## config.mk

```make
export PLATFORM = sky130hd
export DESIGN_NAME = frontend_top
export DESIGN_NICKNAME = d
export VERILOG_FILES = /design/src/verilog/frontend_pkg.sv /design/src/verilog/fetch_unit.sv /design/src/verilog/inst_align.sv /design/src/verilog/de_canonicalize.sv /design/src/verilog/decode.sv /design/src/verilog/frontend_top.sv
export SDC_FILE = /design/constraint.sdc
export NUM_CORES = 1
export LEC_CHECK = 0
export BUFFER_PORTS_ARGS = -buffer_cell sky130_fd_sc_hd__buf_2
export CAP_MARGIN = 20
export CORE_MARGIN = 1.5
export CORE_UTILIZATION = 60
export CTS_BUF_LIST = sky130_fd_sc_hd__clkbuf_2 sky130_fd_sc_hd__clkbuf_4 sky130_fd_sc_hd__clkbuf_8
export DETAILED_ROUTE_END_ITERATION = 8
export PLACE_DENSITY = 0.86
export SYNTH_ARGS = -nofsm -noshare
export SYNTH_HDL_FRONTEND = slang
export SYNTH_SLANG_ARGS = --single-unit
```

## constraint.sdc

```tcl
create_clock -name clk -period 4.7 [get_ports clk]
set_input_delay 0.94 -clock clk [delete_from_list [all_inputs] [get_ports clk]]
set_output_delay 0.94 -clock clk [all_outputs]
set_load 0.02 [all_outputs]
```

## src/verilog/frontend_pkg.sv

```systemverilog
// Front end shared definitions
`default_nettype none

package frontend_pkg;

    typedef logic [63:0] inst_t;     // Instruction window or canonical instruction
    typedef logic [63:0] word_t;     // Wishbone data word
    typedef logic [5:0]  reg_num_t;
    typedef logic [2:0]  unit_t;
    typedef logic [1:0]  op_t;
    typedef logic [55:0] imm_t;
    typedef logic [4:0]  byte_cnt_t; // 0 to 16 buffered bytes

    // Byte sizes
    localparam byte_cnt_t WORD_BYTES  = 5'd8;
    localparam byte_cnt_t BUF_BYTES   = 5'd16;
    localparam byte_cnt_t LEN16_BYTES = 5'd2;
    localparam byte_cnt_t LEN32_BYTES = 5'd4;
    localparam byte_cnt_t LEN64_BYTES = 5'd8;

    // Length tags in the top two bits
    localparam logic [1:0] TAG_32 = 2'b10;
    localparam logic [1:0] TAG_64 = 2'b11; // Also marks the canonical form

    localparam unit_t LAST_ALU_UNIT = 3'd4;
    localparam unit_t UNIT_UPPER    = 3'd5; // Op 0 is LUI, no source register
    localparam unit_t UNIT_STORE    = 3'd6;
    localparam unit_t UNIT_JUMP     = 3'd7;

endpackage

`default_nettype wire

```

## src/verilog/fetch_unit.sv

```systemverilog
// Wishbone instruction fetch master
`default_nettype none

module fetch_unit #(
    parameter int                ADDR_W    = 16,
    parameter logic [ADDR_W-1:0] BOOT_ADDR = '0
) (
    input  wire                       clk,
    input  wire                       rst_n,

    output logic                      wb_cyc,
    output logic                      wb_stb,
    output logic [ADDR_W-1:0]         wb_adr,
    input  wire                       wb_ack,
    input  wire frontend_pkg::word_t  wb_rdata,

    input  wire frontend_pkg::byte_cnt_t byte_count,
    output logic                      push,
    output frontend_pkg::word_t       push_data
);
    import frontend_pkg::*;

    typedef enum logic {
        ST_IDLE,
        ST_REQUEST
    } state_t;

    state_t            state_q;
    state_t            state_d;
    logic [ADDR_W-1:0] addr_q;
    logic              room_now;   // Space for one more word
    logic              room_after; // Space behind the word arriving now

    assign room_now   = byte_count <= WORD_BYTES;
    assign room_after = (byte_count + WORD_BYTES) <= WORD_BYTES;

    // Bus cycle spans the whole request state
    assign wb_cyc = (state_q == ST_REQUEST);
    assign wb_stb = (state_q == ST_REQUEST);
    assign wb_adr = addr_q;

    assign push      = (state_q == ST_REQUEST) && wb_ack;
    assign push_data = wb_rdata;

    always_comb begin
        state_d = state_q;
        case (state_q)
            ST_IDLE: begin
                if (room_now) begin
                    state_d = ST_REQUEST;
                end
            end
            ST_REQUEST: begin
                if (wb_ack && !room_after) begin
                    state_d = ST_IDLE; // Drop stb for at least a cycle
                end
            end
            default: state_d = ST_IDLE;
        endcase
    end

    always_ff @(posedge clk or negedge rst_n) begin
        if (!rst_n) begin
            state_q <= ST_IDLE;
            addr_q  <= BOOT_ADDR;
        end else begin
            state_q <= state_d;
            if (push) begin
                addr_q <= addr_q + ADDR_W'(WORD_BYTES); // Sequential words only
            end
        end
    end

endmodule

`default_nettype wire

```

## src/verilog/inst_align.sv

```systemverilog
// Instruction alignment buffer
`default_nettype none

module inst_align (
    input  wire                       clk,
    input  wire                       rst_n,

    input  wire                       push,
    input  wire frontend_pkg::word_t  push_data,

    input  wire                       advance16,
    input  wire                       advance32,
    input  wire                       advance64,

    output frontend_pkg::inst_t       window,
    output frontend_pkg::byte_cnt_t   byte_count
);
    import frontend_pkg::*;

    localparam int BUF_W  = BUF_BYTES * 8;
    localparam int WORD_W = $bits(word_t);

    logic [BUF_W-1:0] buf_q;    // Oldest byte in the top lane
    logic [BUF_W-1:0] kept;
    logic [BUF_W-1:0] incoming;
    byte_cnt_t        count_q;
    byte_cnt_t        drop;
    byte_cnt_t        remain;

    // Consumed bytes this cycle
    always_comb begin
        drop = '0;
        if (advance16) begin
            drop = LEN16_BYTES;
        end else if (advance32) begin
            drop = LEN32_BYTES;
        end else if (advance64) begin
            drop = LEN64_BYTES;
        end
    end

    assign remain = count_q - drop;
    assign kept   = buf_q << {drop, 3'b000}; // Zeros fill the free lanes

    // New word lands right behind what is left
    always_comb begin
        incoming = '0;
        if (push) begin
            incoming = {push_data, {(BUF_W - WORD_W){1'b0}}} >> {remain, 3'b000};
        end
    end

    always_ff @(posedge clk or negedge rst_n) begin
        if (!rst_n) begin
            buf_q   <= '0;
            count_q <= '0;
        end else begin
            buf_q   <= kept | incoming;
            count_q <= remain + (push ? WORD_BYTES : byte_cnt_t'(0));
        end
    end

    assign window     = buf_q[BUF_W-1 -: $bits(inst_t)];
    assign byte_count = count_q;

endmodule

`default_nettype wire

```

## src/verilog/de_canonicalize.sv

```systemverilog
// Short form expansion to canonical
`default_nettype none

module de_canonicalize (
    input  wire frontend_pkg::inst_t inst_in,
    output frontend_pkg::inst_t      inst_out
);
    import frontend_pkg::*;

    always_comb begin
        inst_out = '0;
        if (!inst_in[63]) begin // 16-bit form
            inst_out[63:62] = TAG_64;
            inst_out[61]    = inst_in[62];             // Type
            inst_out[60:58] = inst_in[61:59];          // Unit
            inst_out[57:56] = {1'b0, inst_in[58]};     // Op high bit is 0
            inst_out[55:50] = {2'b00, inst_in[57:54]}; // rd
            inst_out[43:38] = {2'b00, inst_in[57:54]}; // rs1 is the same register
            if (inst_in[62]) begin
                inst_out[37:0] = {{34{inst_in[53]}}, inst_in[53:50]};
            end else begin
                inst_out[37:32] = {2'b00, inst_in[53:50]};
            end
        end else if (inst_in[63:62] == TAG_32) begin
            inst_out[63:62] = TAG_64;
            inst_out[61:56] = inst_in[61:56]; // Header kept
            inst_out[55:50] = inst_in[55:50];
            inst_out[43:38] = inst_in[49:44];
            // rd2 stays zero in both types
            if (inst_in[61]) begin
                inst_out[37:0] = {{26{inst_in[43]}}, inst_in[43:32]}; // 12-bit immediate
            end else begin
                inst_out[37:32] = inst_in[43:38];
            end
        end else begin
            inst_out = inst_in; // Already canonical
        end
    end

endmodule

`default_nettype wire

```

## src/verilog/decode.sv

```systemverilog
// Instruction decode stage
`default_nettype none

module decode (
    input  wire                         clk,
    input  wire                         rst_n,

    input  wire frontend_pkg::inst_t    window,
    input  wire frontend_pkg::byte_cnt_t byte_count,
    input  wire                         allow_advance,

    output logic                        advance16,
    output logic                        advance32,
    output logic                        advance64,

    output logic                        dec_valid,
    output logic                        inst_type,
    output logic                        illegal,
    output frontend_pkg::unit_t         unit,
    output frontend_pkg::op_t           op,
    output frontend_pkg::reg_num_t      rs1_rn,
    output frontend_pkg::reg_num_t      rs2_rn,
    output frontend_pkg::reg_num_t      rd_rn,
    output frontend_pkg::reg_num_t      rd2_rn,
    output frontend_pkg::reg_num_t      r1_rn,
    output frontend_pkg::reg_num_t      r2_rn,
    output frontend_pkg::imm_t          imm_data
);
    import frontend_pkg::*;

    inst_t canon;
    logic  is16;
    logic  is32;
    logic  is64;
    logic  adv_any;
    logic  c_type;
    unit_t c_unit;
    op_t   c_op;
    logic  load_rs1;
    logic  load_rs1_rs2;
    logic  load_rs1_rd;
    logic  bad_op;

    de_canonicalize u_canon (
        .inst_in  (window),
        .inst_out (canon)
    );

    // Length from the top bits of the window
    assign is16 = !window[63];
    assign is32 = (window[63:62] == TAG_32);
    assign is64 = (window[63:62] == TAG_64);

    // Only advance once the whole instruction is buffered
    assign advance16 = allow_advance && is16 && (byte_count >= LEN16_BYTES);
    assign advance32 = allow_advance && is32 && (byte_count >= LEN32_BYTES);
    assign advance64 = allow_advance && is64 && (byte_count >= LEN64_BYTES);
    assign adv_any   = advance16 || advance32 || advance64;

    assign c_type = canon[61];
    assign c_unit = canon[60:58];
    assign c_op   = canon[57:56];

    always_comb begin
        load_rs1     = 1'b0;
        load_rs1_rs2 = 1'b0;
        load_rs1_rd  = 1'b0;
        if (!c_type) begin // R-type
            if (c_unit <= LAST_ALU_UNIT || (c_unit == UNIT_JUMP && c_op == 2'd1)) begin
                load_rs1_rs2 = 1'b1;
            end else if (c_unit == UNIT_JUMP && c_op[1]) begin
                load_rs1 = 1'b1; // Register jumps
            end
        end else begin
            if (c_unit <= LAST_ALU_UNIT || (c_unit == UNIT_UPPER && c_op != 2'd0)) begin
                load_rs1 = 1'b1;
            end else if (c_unit == UNIT_STORE || (c_unit == UNIT_JUMP && !c_op[1])) begin
                load_rs1_rd = 1'b1; // Stores and compare branches
            end
        end
    end

    assign bad_op = (is16 && c_unit == UNIT_JUMP) || (!c_type && c_unit == UNIT_STORE);

    always_ff @(posedge clk or negedge rst_n) begin
        if (!rst_n) begin
            dec_valid <= 1'b0;
            inst_type <= 1'b0;
            illegal   <= 1'b0;
            unit      <= '0;
            op        <= '0;
            rs1_rn    <= '0;
            rs2_rn    <= '0;
            rd_rn     <= '0;
            rd2_rn    <= '0;
            r1_rn     <= '0;
            r2_rn     <= '0;
            imm_data  <= '0;
        end else begin
            dec_valid <= adv_any;
            if (adv_any) begin
                inst_type <= c_type;
                illegal   <= bad_op;
                unit      <= c_unit;
                op        <= c_op;
                rs1_rn    <= canon[43:38];
                rs2_rn    <= canon[37:32];
                rd_rn     <= canon[55:50];
                rd2_rn    <= canon[49:44];
                imm_data  <= canon[55:0];
                r1_rn     <= (load_rs1 || load_rs1_rs2 || load_rs1_rd) ? canon[43:38] : '0;
                r2_rn     <= load_rs1_rd  ? canon[55:50] :
                             load_rs1_rs2 ? canon[37:32] : '0;
            end
        end
    end

endmodule

`default_nettype wire

```

## src/verilog/frontend_top.sv

```systemverilog
// Instruction front end top level
`default_nettype none

module frontend_top #(
    parameter int                ADDR_W    = 16,
    parameter logic [ADDR_W-1:0] BOOT_ADDR = '0
) (
    input  wire                       clk,
    input  wire                       rst_n,

    output logic                      wb_cyc,
    output logic                      wb_stb,
    output logic [ADDR_W-1:0]         wb_adr,
    input  wire                       wb_ack,
    input  wire frontend_pkg::word_t  wb_rdata,

    input  wire                       allow_advance,

    output logic                      dec_valid,
    output logic                      inst_type,
    output logic                      illegal,
    output frontend_pkg::unit_t       unit,
    output frontend_pkg::op_t         op,
    output frontend_pkg::reg_num_t    rs1_rn,
    output frontend_pkg::reg_num_t    rs2_rn,
    output frontend_pkg::reg_num_t    rd_rn,
    output frontend_pkg::reg_num_t    rd2_rn,
    output frontend_pkg::reg_num_t    r1_rn,
    output frontend_pkg::reg_num_t    r2_rn,
    output frontend_pkg::imm_t        imm_data
);
    import frontend_pkg::*;

    logic      push;
    word_t     push_data;
    byte_cnt_t byte_count;
    inst_t     window;
    logic      advance16;
    logic      advance32;
    logic      advance64;

    fetch_unit #(
        .ADDR_W    (ADDR_W),
        .BOOT_ADDR (BOOT_ADDR)
    ) u_fetch (
        .clk        (clk),
        .rst_n      (rst_n),
        .wb_cyc     (wb_cyc),
        .wb_stb     (wb_stb),
        .wb_adr     (wb_adr),
        .wb_ack     (wb_ack),
        .wb_rdata   (wb_rdata),
        .byte_count (byte_count),
        .push       (push),
        .push_data  (push_data)
    );

    inst_align u_align (
        .clk        (clk),
        .rst_n      (rst_n),
        .push       (push),
        .push_data  (push_data),
        .advance16  (advance16),
        .advance32  (advance32),
        .advance64  (advance64),
        .window     (window),
        .byte_count (byte_count)
    );

    decode u_decode (
        .clk           (clk),
        .rst_n         (rst_n),
        .window        (window),
        .byte_count    (byte_count),
        .allow_advance (allow_advance),
        .advance16     (advance16),
        .advance32     (advance32),
        .advance64     (advance64),
        .dec_valid     (dec_valid),
        .inst_type     (inst_type),
        .illegal       (illegal),
        .unit          (unit),
        .op            (op),
        .rs1_rn        (rs1_rn),
        .rs2_rn        (rs2_rn),
        .rd_rn         (rd_rn),
        .rd2_rn        (rd2_rn),
        .r1_rn         (r1_rn),
        .r2_rn         (r2_rn),
        .imm_data      (imm_data)
    );

endmodule

`default_nettype wire

```

# [Word level (Yosys, flattened, before mapping)]
# Cells that the tools add are included.
[totals] reg_bits=250 latchBits=0 ram_bits=0 romBits=0 input_bits=68 output_inout_bits=118 wordCells=92 n_memories=0
[op_classes] addsub=4 n_mul=0 div=0 n_lt_le_gt_ge=6 eq_ne=6 n_shift=2 muxes=29 bitwise=2 reduce_logical=27
[ops] cell="two-way mux 128 bit" n=1
[ops] cell="OR 128 bit" n=1
[ops] cell="left shift 128 x 8 -> 128 bit" n=1
[ops] cell="right shift 128 x 8 -> 128 bit" n=1
[ops] cell="two-way mux 44 bit" n=2
[ops] cell="two-way mux 32 bit" n=2
[ops] cell="two-way mux 6 bit" n=6
[ops] cell="adder 16 x 4 -> 16 bit, second input constant" n=1
[ops] cell="two-way mux 5 bit" n=3
[ops] cell="logical AND 1 bit" n=14
[ops] cell="two-way mux 12 bit" n=1
[ops] cell="two-way mux 1 bit" n=11
[ops] cell="<= comparator 5 x 4 -> 1 bit, second input constant" n=2
[ops] cell="== test 3 bit, second input constant" n=3
[ops] cell="logical OR 1 bit" n=8
[ops] cell="two-way mux 4 bit" n=2
[ops] cell="adder 5 x 4 -> 5 bit, second input constant" n=1
[ops] cell="adder 5 bit" n=1
[ops] cell=">= comparator 5 x 2 -> 1 bit, second input constant" n=1
[ops] cell=">= comparator 5 x 3 -> 1 bit, second input constant" n=1
[ops] cell=">= comparator 5 x 4 -> 1 bit, second input constant" n=1
[ops] cell="subtractor 5 bit" n=1
[ops] cell="== test 2 bit, second input constant" n=2
[ops] cell="logical NOT 1 bit" n=4
[ops] cell="5 further kinds" n=5

# [Logic depth before layout (Yosys ltp)]
# Gate-level depths: netlist of the first run.
[logic_depth] word_depth=10 mapped_depth=18 depth_no_buf=12

# [Modules after synthesis]
# From an unflattened synthesis of the first run, not the netlist that was laid out.
[unflattened] hier_cells=1737 hier_area_um2=14661.6
[modules_own_cells] module="inst_align" n_inst=1 cells_each=1082 area_per_inst_um2=9233.9 seq_area_each_um2=3303.2
[modules_own_cells] module="decode" n_inst=1 cells_each=359 area_per_inst_um2=3254.4 seq_area_each_um2=1901.8
[modules_own_cells] module="fetch_unit" n_inst=1 cells_each=124 area_per_inst_um2=1207.4 seq_area_each_um2=350.3
[modules_own_cells] module="de_canonicalize" n_inst=1 cells_each=172 area_per_inst_um2=965.9 seq_area_each_um2=0.0

# [Worst setup path before layout of the first run]
# OpenSTA, ideal clock, no wires.
[synth_path] path_type="input to register" startpoint="input allow_advance" endpoint="register u_align.buf_q[22]" setup_time_ns=0.101 t_arrival_ns=3.911 required_ns=4.599 setup_slack_ns=0.688 cell_stages=14 n_path_buf=6 cell_sequence="inv_2 or3_1 buf_2 inv_2 buf_4 buf_4 buf_2 ha_1 fa_1 clkbuf_1 nor3_1 clkbuf_1 a21oi_1 o32ai_1"
[synth_via] elab_chain_len=9 elab_cells_between_ends=14 cone_classes="add/sub: 1; shift: 2; mux: 4; bitwise: 1; reduce/logical: 6"
[synth_lines] element="start, declared" line_no="frontend_top.sv:17" rtl="input wire allow_advance,"
[synth_lines] element="logical AND 1 bit (2 in series)" line_no="decode.sv:57" rtl="assign advance64 = allow_advance && is64 && (byte_count >= LEN64_BYTES);"
[synth_lines] element="two-way mux 4 bit" line_no="inst_align.sv:37" rtl="end else if (advance64) begin"
[synth_lines] element="two-way mux 5 bit" line_no="inst_align.sv:35" rtl="end else if (advance32) begin"
[synth_lines] element="two-way mux 5 bit *" line_no="inst_align.sv:33" rtl="if (advance16) begin"
[synth_lines] element="subtractor 5 bit" line_no="inst_align.sv:42" rtl="assign remain = count_q - drop;"
[synth_lines] element="right shift 128 x 8 -> 128 bit" line_no="inst_align.sv:49" rtl="incoming = {push_data, {(BUF_W - WORD_W){1'b0}}} >> {remain, 3'b000};"
[synth_lines] element="two-way mux 128 bit" line_no="inst_align.sv:48" rtl="if (push) begin"
[synth_lines] element="OR 128 bit *" line_no="inst_align.sv:58" rtl="buf_q <= kept | incoming;"
[synth_lines] element="end signal, assigned" line_no="inst_align.sv:58"
[synth_lines] element="end, declared" line_no="inst_align.sv:23" rtl="logic [BUF_W-1:0] buf_q;"
# Mark *: on every way between the ends. The rest lies on a longest branch, timed or not.
# A chain may end at the register's enable or synchronous reset.

# [Worst setup path in the final report of the first run]
[layout_path] startpoint="register u_align.count_q[4] (netlist: u_align.byte_count[4])" endpoint="register u_align.buf_q[63]"
[layout_via] elab_chain_len=9 elab_cells_between_ends=14 cone_classes="add/sub: 1; order compare: 3; shift: 2; mux: 4; bitwise: 1; reduce/logical: 3"
[layout_lines] element="start, declared" line_no="inst_align.sv:26" rtl="byte_cnt_t count_q;"
[layout_lines] element="start signal, assigned" line_no="inst_align.sv:59" rtl="count_q <= remain + (push ? WORD_BYTES : byte_cnt_t'(0));"
[layout_lines] element=">= comparator 5 x 4 -> 1 bit" line_no="decode.sv:57"
[layout_lines] element="logical AND 1 bit" line_no="decode.sv:57"
[layout_lines] element="two-way mux 4 bit" line_no="inst_align.sv:37"
[layout_lines] element="two-way mux 5 bit" line_no="inst_align.sv:35"
[layout_lines] element="two-way mux 5 bit" line_no="inst_align.sv:33"
[layout_lines] element="subtractor 5 bit" line_no="inst_align.sv:42"
[layout_lines] element="right shift 128 x 8 -> 128 bit" line_no="inst_align.sv:49"
[layout_lines] element="two-way mux 128 bit" line_no="inst_align.sv:48"
[layout_lines] element="OR 128 bit *" line_no="inst_align.sv:58"
# Marks and branches as above.

==> results of run 1 <==
==> metrics by stage <==
| stage | total power, W | utilization, % | hold WS (ns) | instances | area (um2) |
|---|---|---|---|---|---|
| 6_report | 0.0137 | 70.1 | 0.463 | 1896 | 14800 |
| 5_1_grt | 0.0145 | 70.1 | 0.484 | 1896 | 14800 |
| 4_1_cts | 0.0134 | 69.7 | 0.469 | 1893 | 14800 |
| 3_5_place_dp | 0.0114 | 65.7 | 0.461 | 1825 | 13900 |
| 3_3_place_gp | 0.0111 | 65.7 | 0.458 | 1825 | 13900 |
| 2_1_floorplan | 0.00912 | - | 0.489 | 1498 | 13100 |
==> worst reg2reg max path, cell delays in order (launching register included) <==
cell	delay, ns
dfrtp_1	0.43
inv_1	0.12
ha_1	0.20
nor3b_1	0.31
or3_1	0.19
inv_2	0.06
ha_4	0.16
fa_2	0.85
clkinv_1	0.43
buf_4	0.32
nand3_1	0.08
a21boi_0	0.37
o21bai_1	0.14
==> power groups by stage <==
stage	registers (W)	logic (W)	clock network, W
after floorplan	0.00375	0.00537	0
after global routing	0.00377	0.00867	0.00208
after CTS	0.00364	0.00776	0.00199
final	0.00370	0.00806	0.00198
after detailed placement	0.00367	0.00769	0
after global placement	0.00362	0.00751	0
==> kinds of logic (layout without fill, tap and decap cells) <==
kind of cell / count (synthesis) / after routing / share of synthesized area (%)
fa+ha+maj: 9 / 9 / 0.921
mux: 66 / 66 / 5.46
flops: 222 / 222 / 42.6
buf+inv: 202 / 325 / 7.12
compound gates: 553 / 553 / 29.2
simple gates: 429 / 429 / 13.8
xor+xnor: 14 / 14 / 0.940
other cells: 1 / 3 / 0.0287
==> path summary, 6_finish.rpt <==
path                                         to  slack [ns]                   from  cells past startpoint
hold reg to reg              u_fetch.wb_adr[15]        0.46     u_fetch.wb_adr[15]                      1
setup reg to reg              u_align.buf_q[63]        0.88  u_align.byte_count[4]                     12
max in group asynchronous      u_align.buf_q[7]        3.17                  rst_n                      2
hold / removal               u_fetch.wb_adr[15]        0.46     u_fetch.wb_adr[15]                      1
setup / recovery              u_align.buf_q[63]        0.88  u_align.byte_count[4]                     12
min in group asynchronous  u_decode.imm_data[7]        0.51                  rst_n                      1
==> state kept, by name (all words and copies together), names as in the netlist <==
register and count:
u_decode.op 2, u_fetch.wb_adr 13, u_decode.r2_rn 6, u_align.byte_count 4, u_fetch.wb_cyc 1, u_decode.unit 3
u_align.buf_q 128, u_decode.illegal 1, u_decode.r1_rn 6, u_decode.inst_type 1, u_decode.dec_valid 1, u_decode.imm_data 56
==> cell type report <==
| type | count | area, um2 |
|---|---|---|
| inverters | 41 | 154 |
| multi-input cells | 1074 | 6620 |
| clock buffers | 57 | 722 |
| well taps | 275 | 344 |
| flip-flops and latches | 222 | 5560 |
| repair buffers | 216 | 1290 |
| fillers | 1633 | 6330 |
| clock inverters | 11 | 136 |
==> metal layers <==
layer	track usage (%)	up-vias	share of wire (%)
met3	13.1	161	15
met2	51.7	1112	41
met4	16.9	2	4.3
met1	53.3	6061	39
met5	0	-	0.028
li1	-	5675	-
==> synth_stat cells (33+ instances only) <==
library cell	number	area share (%)
dfrtp_1	222	43
o22ai_1	47	2.3
inv_1	33	0.95
o21ai_1	34	1.3
a22oi_1	80	4.6
nor2_1	114	3.3
a21oi_1	88	3.4
a31oi_1	46	2.2
mux2_2	36	3.1
nand2_1	225	6.5
clkbuf_1	76	2.2
buf_2	33	1.3
o21ai_0	57	2.2
==> results.py, run 1 <==
metrics = {
    "cells_and_area": {
        "insertedDiodeCount": 0,
        "most-common-layout-cells": "225 x nand2_1, 222 x dfrtp_1, 181 x buf_2",
        "area_growth_syn_to_layout_pct": 13.6,
        "nets": 1671,
        "final_common_cell": "nand2_1",
        "drive_gt1_share_pct": 20.8,
    },
    "floorplanning": {
        "die_area_um2": 22600,
        "die_y_um": 150,
        "rows": 53,
        "io_pins": 186,
        "initial_utilization_pct": 61.7,
        "die_x_um": 150,
        "core_area_um2": 21200,
    },
    "power": {
        "power_frac_seq_pct": 26.9,
        "clkPwrFrac_pct": 14.4,
        "vdd_drop_max_uv": 543,
        "p_switching_w": 0.00697,
        "swShare_pct": 50.7,
        "internal_power_w": 0.00677,
        "leakagePower_nw": 6.74,
        "power_frac_comb_pct": 58.6,
        "p_per_area_nw_per_um2": 927,
    },
    "timing": {
        "timing_worst_slew_pin_value_ns": 1.03,
        "max-slew-margin-rel_pct": 31.5,
        "hold_viol": 0,
        "setup_viol_count_final": 0,
        "fin_crit_ns": 3.82,
        "rsz0062_at_grt": "no",
        "slew_violations": 0,
        "finClkSkew_ns": 0.0110,
        "fin_crit_sh_pct": 81.2,
        "fmax_mhz": 262,
        "final.setup.worst_slack_ns": 0.882,
        "fin_tns_setup_ns": 0,
    },
    "setup_path": {
        "slowest_stage": "fa_2",
        "cp_data_arrival_time_ns": 4.21,
        "cp_top_family": "adder cells",
        "path_buf_inv": 4,
        "crit_fanout": 26,
        "endpoint_kind": "flop",
        "cp_cell_sequence": "inv_1 > ha_1 > nor3b_1 > or3_1 > inv_2 > ha_4 > fa_2 > clkinv_1 > buf_4 > nand3_1 > a21boi_0 > o21bai_1",
        "critPathRequiredTime_ns": 5.09,
        "start_kind": "flop",
        "cp_slowest_stage_delay_ns": 0.85,
        "critPathKind": "flop to flop",
    },
    "clocking": {
        "cts.sinks": 222,
        "cts_resized": 0,
        "cts_buffer_depth": 3,
        "clockRootBuffer": "clkbuf_8",
        "cts-htree-levels": 2,
        "cts_tree": "done",
        "hold_buffers": 0,
        "path_clk_slew_ns": 0.06,
        "cts_setup_buffers": 0,
        "cts_made_buffers": 39,
        "clk_latency_ns": 0.54,
    },
    "drt": {
        "vias": 13000,
        "via_per_inst": 6.86,
        "wl_per_cell_um": 22.6,
        "drt-initial-drc-count": 1714,
        "drc": 1,
        "routed_wl_um": 42800,
        "drt_pass1_iterations": 9,
        "antenna_violating_nets_post_route": 0,
    },
    "grt": {
        "antenna_found_initial": 1,
        "grt_pass1_wl_um": 65700,
        "grt_start_max_net_pins": 115,
        "grt_pass1_vias": 11800,
        "grt_usage_pct": 37.6,
        "grt_overflow": 0,
    },
    "yosys": {
        "ys.warnings.count": 0,
        "synthFlopType": "dfrtp_1",
        "syn-instance-count": 1496,
        "synth-async-reset-ratio_pct": 100,
        "avgSynthCellArea_um2": 8.72,
        "netlist_area_um2": 13000,
        "post_synth_num_cell_types": 64,
        "synth_seq_area_share_pct": 42.6,
        "synth_edf_count": 0,
        "synth_seq_cells": 222,
    },
    "min_path": {
        "hold_class": "flop to flop",
    },
    "outcome": {
        "status": "complete, but fails checks",
        "violations": "design-rule violations",
    },
    "placement": {
        "place_congestion": 0.944,
        "place_ws_ns": 0.771,
        "dp_hpwl_um": 28200,
        "portBuffers": 182,
    },
    "flow_run": {
        "maxCapViolCount": 0,
    },
}
(Power assumes the default switching activity.)
==> inputs of run 2 (changes only) <==
Settings changed: CORE_UTILIZATION 60 to 54, PLACE_DENSITY 0.86 to 0.82.
Clock period 4.7 ns to 3.4 ns, I/O delays scaled along.
==> run 2 against run 1 <==
The run now ends clean. Cell count grew 3.1%. Register-to-register slack lost 0.71 ns. Count of clock-buffer cells in the layout grew 2. Sequential cell count is the same. Cell area grew 1.2%. Combinational power grew 45%. Via count shrank 1.1%. Worst hold slack lost 0.31 ns. Routed wire length grew 1.7%. Power grew 40%. Sequential power grew 39%. Critical path type unchanged. Critical endpoint is now u_align.buf_q[27].
==> results.py, run 2 (synthesis gave the netlist of run 1 again) <==
metrics = {
    "floorplanning": {
        "core_area_um2": 23600,
        "die_x_um": 158,
        "die_y_um": 158,
        "io_pins": 186,
        "die_area_um2": 25100,
        "rows": 56,
        "initial_utilization_pct": 55.3,
    },
    "timing": {
        "hold_viol": 0,
        "slew_violations": 0,
        "max-slew-margin-rel_pct": 38.1,
        "fmax_mhz": 310,
        "fin_tns_setup_ns": 0,
        "timing.hold.ws_ns": 0.149,
        "timing_worst_slew_pin_value_ns": 0.929,
        "fin_crit_ns": 3.23,
        "rsz0062_at_grt": "no",
        "setup_viol_count_final": 0,
        "final.setup.worst_slack_ns": 0.170,
        "finClkSkew_ns": 0.0150,
        "fin_crit_sh_pct": 95.0,
    },
    "flow_run": {
        "maxCapViolCount": 0,
    },
    "grt": {
        "grt_overflow": 0,
        "grt_usage_pct": 34.8,
        "antenna_found_initial": 1,
        "grt_pass1_wl_um": 67300,
        "grt_start_max_net_pins": 115,
        "grt_pass1_vias": 11600,
    },
    "power": {
        "leakagePower_nw": 6.80,
        "vdd_drop_max_uv": 798,
        "p_per_area_nw_per_um2": 1280,
    },
    "cells_and_area": {
        "nets": 1690,
        "area_growth_syn_to_layout_pct": 15.0,
        "nFillCells": 1959,
        "fin_area_um2": 15000,
        "final_common_cell": "nand2_1",
        "largest_reg_flops": 128,
        "most-common-layout-cells": "225 x nand2_1, 222 x dfrtp_1, 181 x buf_2",
        "regArea_um2": 5560,
        "drive_gt1_share_pct": 21.8,
        "multi_input_area_um2": 6680,
        "top_register": "u_align.buf_q",
    },
    "setup_path": {
        "endpoint_kind": "flop",
        "cp_cell_sequence": "inv_1 > ha_1 > nor3b_2 > or3_1 > inv_2 > ha_4 > fa_2 > buf_12 > o21ai_0 > nor2_1 > o32ai_1",
        "slowest_stage": "fa_2",
        "critPathRequiredTime_ns": 3.82,
        "cp_slowest_stage_delay_ns": 0.53,
        "cp_top_family": "adder cells",
        "start_kind": "flop",
        "path_buf_inv": 3,
        "cp_data_arrival_time_ns": 3.65,
        "crit_fanout": 65,
        "critPathKind": "flop to flop",
    },
    "outcome": {
        "status": "completed",
    },
    "drt": {
        "vias": 12900,
        "drc": 0,
        "routed_wl_um": 43600,
        "wl_per_cell_um": 22.3,
        "antenna_violating_nets_post_route": 0,
        "drt-initial-drc-count": 1752,
        "via_per_inst": 6.58,
        "drt_pass1_iterations": 6,
    },
    "clocking": {
        "clk_latency_ns": 0.54,
        "cts_made_buffers": 38,
        "clockRootBuffer": "clkbuf_8",
        "cts-htree-levels": 2,
        "cts.sinks": 222,
        "cts_tree": "done",
        "cts_buffer_depth": 3,
        "hold_buffers": 0,
        "path_clk_slew_ns": 0.06,
    },
    "placement": {
        "place_ws_ns": -0.00595,
        "portBuffers": 182,
        "placed_area_um2": 14200,
        "place_congestion": 0.950,
        "dp_hpwl_um": 30100,
    },
    "min_path": {
        "hold_class": "input port to async pin",
    },
}
-- run 2: changes by cell type in the layout (fill, tap and decap cells not counted), moves of 3 or more --
cell and change:
clkbuf_8 -5, clkinv_2 -4, clkbuf_4 +6, buf_12 +7
bufinv_16 -3, buf_4 +15
-- run 2: path summary, 6_finish.rpt --
kind	endpoint	cells past startpoint	from	slack, ns
setup / recovery	u_align.buf_q[27]	11	u_align.byte_count[3]	0.17
hold / removal	u_decode.imm_data[8]	1	rst_n	0.15
setup reg to reg	u_align.buf_q[27]	11	u_align.byte_count[3]	0.17
hold reg to reg	u_fetch.wb_adr[15]	1	u_fetch.wb_adr[15]	0.47
max in group asynchronous	u_align.buf_q[94]	2	rst_n	2.50
min in group clk	u_align.buf_q[126]	2	wb_rdata[62]	0.46
-- run 2: metrics by stage --
stage               total power, W  util (%)  std cells
floorplan                   0.0128         -       1498
global placement            0.0160      60.3       1889
detailed placement          0.0163      60.3       1889
CTS                         0.0187      63.4       1950
global route                0.0204      63.5       1953
finish                      0.0192      63.5       1954
-- run 2: worst register-to-register path, cell delays in order (launching register included) --
cell and delay, ns:
dfrtp_1 0.37, inv_1 0.08, ha_1 0.22, nor3b_2 0.17, or3_1 0.35, inv_2 0.12
ha_4 0.15, fa_2 0.53, buf_12 0.24, o21ai_0 0.52, nor2_1 0.08, o32ai_1 0.27
-- run 2: what timing repair did --
action / in CTS / in global routing
buffers inserted: 0 / 3
gates resized for setup: 0 / 1
endpoints found under the setup margin: 0 / 54
-- run 2: area by class of cell --
cell class,instances,share of cell area (%)
antenna,1,0.0167
clock buffer,59,4.75
clock inverter,2,0.0834
inverter,41,1.03
multi-input combinational,1074,44.5
sequential,222,37.0
tap,319,2.66
timing repair buffer,236,9.92
-- run 2: layer usage --
layer | track usage, % | up-vias | share of wire [%]
li1 | - | 5718 | -
met1 | 50.1 | 6082 | 42
met2 | 47.8 | 958 | 40
met3 | 13.5 | 107 | 15
met4 | 10.4 | 2 | 2.9
met5 | 1.45 | - | 0.099
-- run 2: report_power, final --
group          switching (W)  leakage [nW]  internal, W  total [W]
registers            0.00129          2.80      0.00385    0.00514
logic                0.00737          3.61      0.00432     0.0117
clock network        0.00108         0.387      0.00132    0.00240
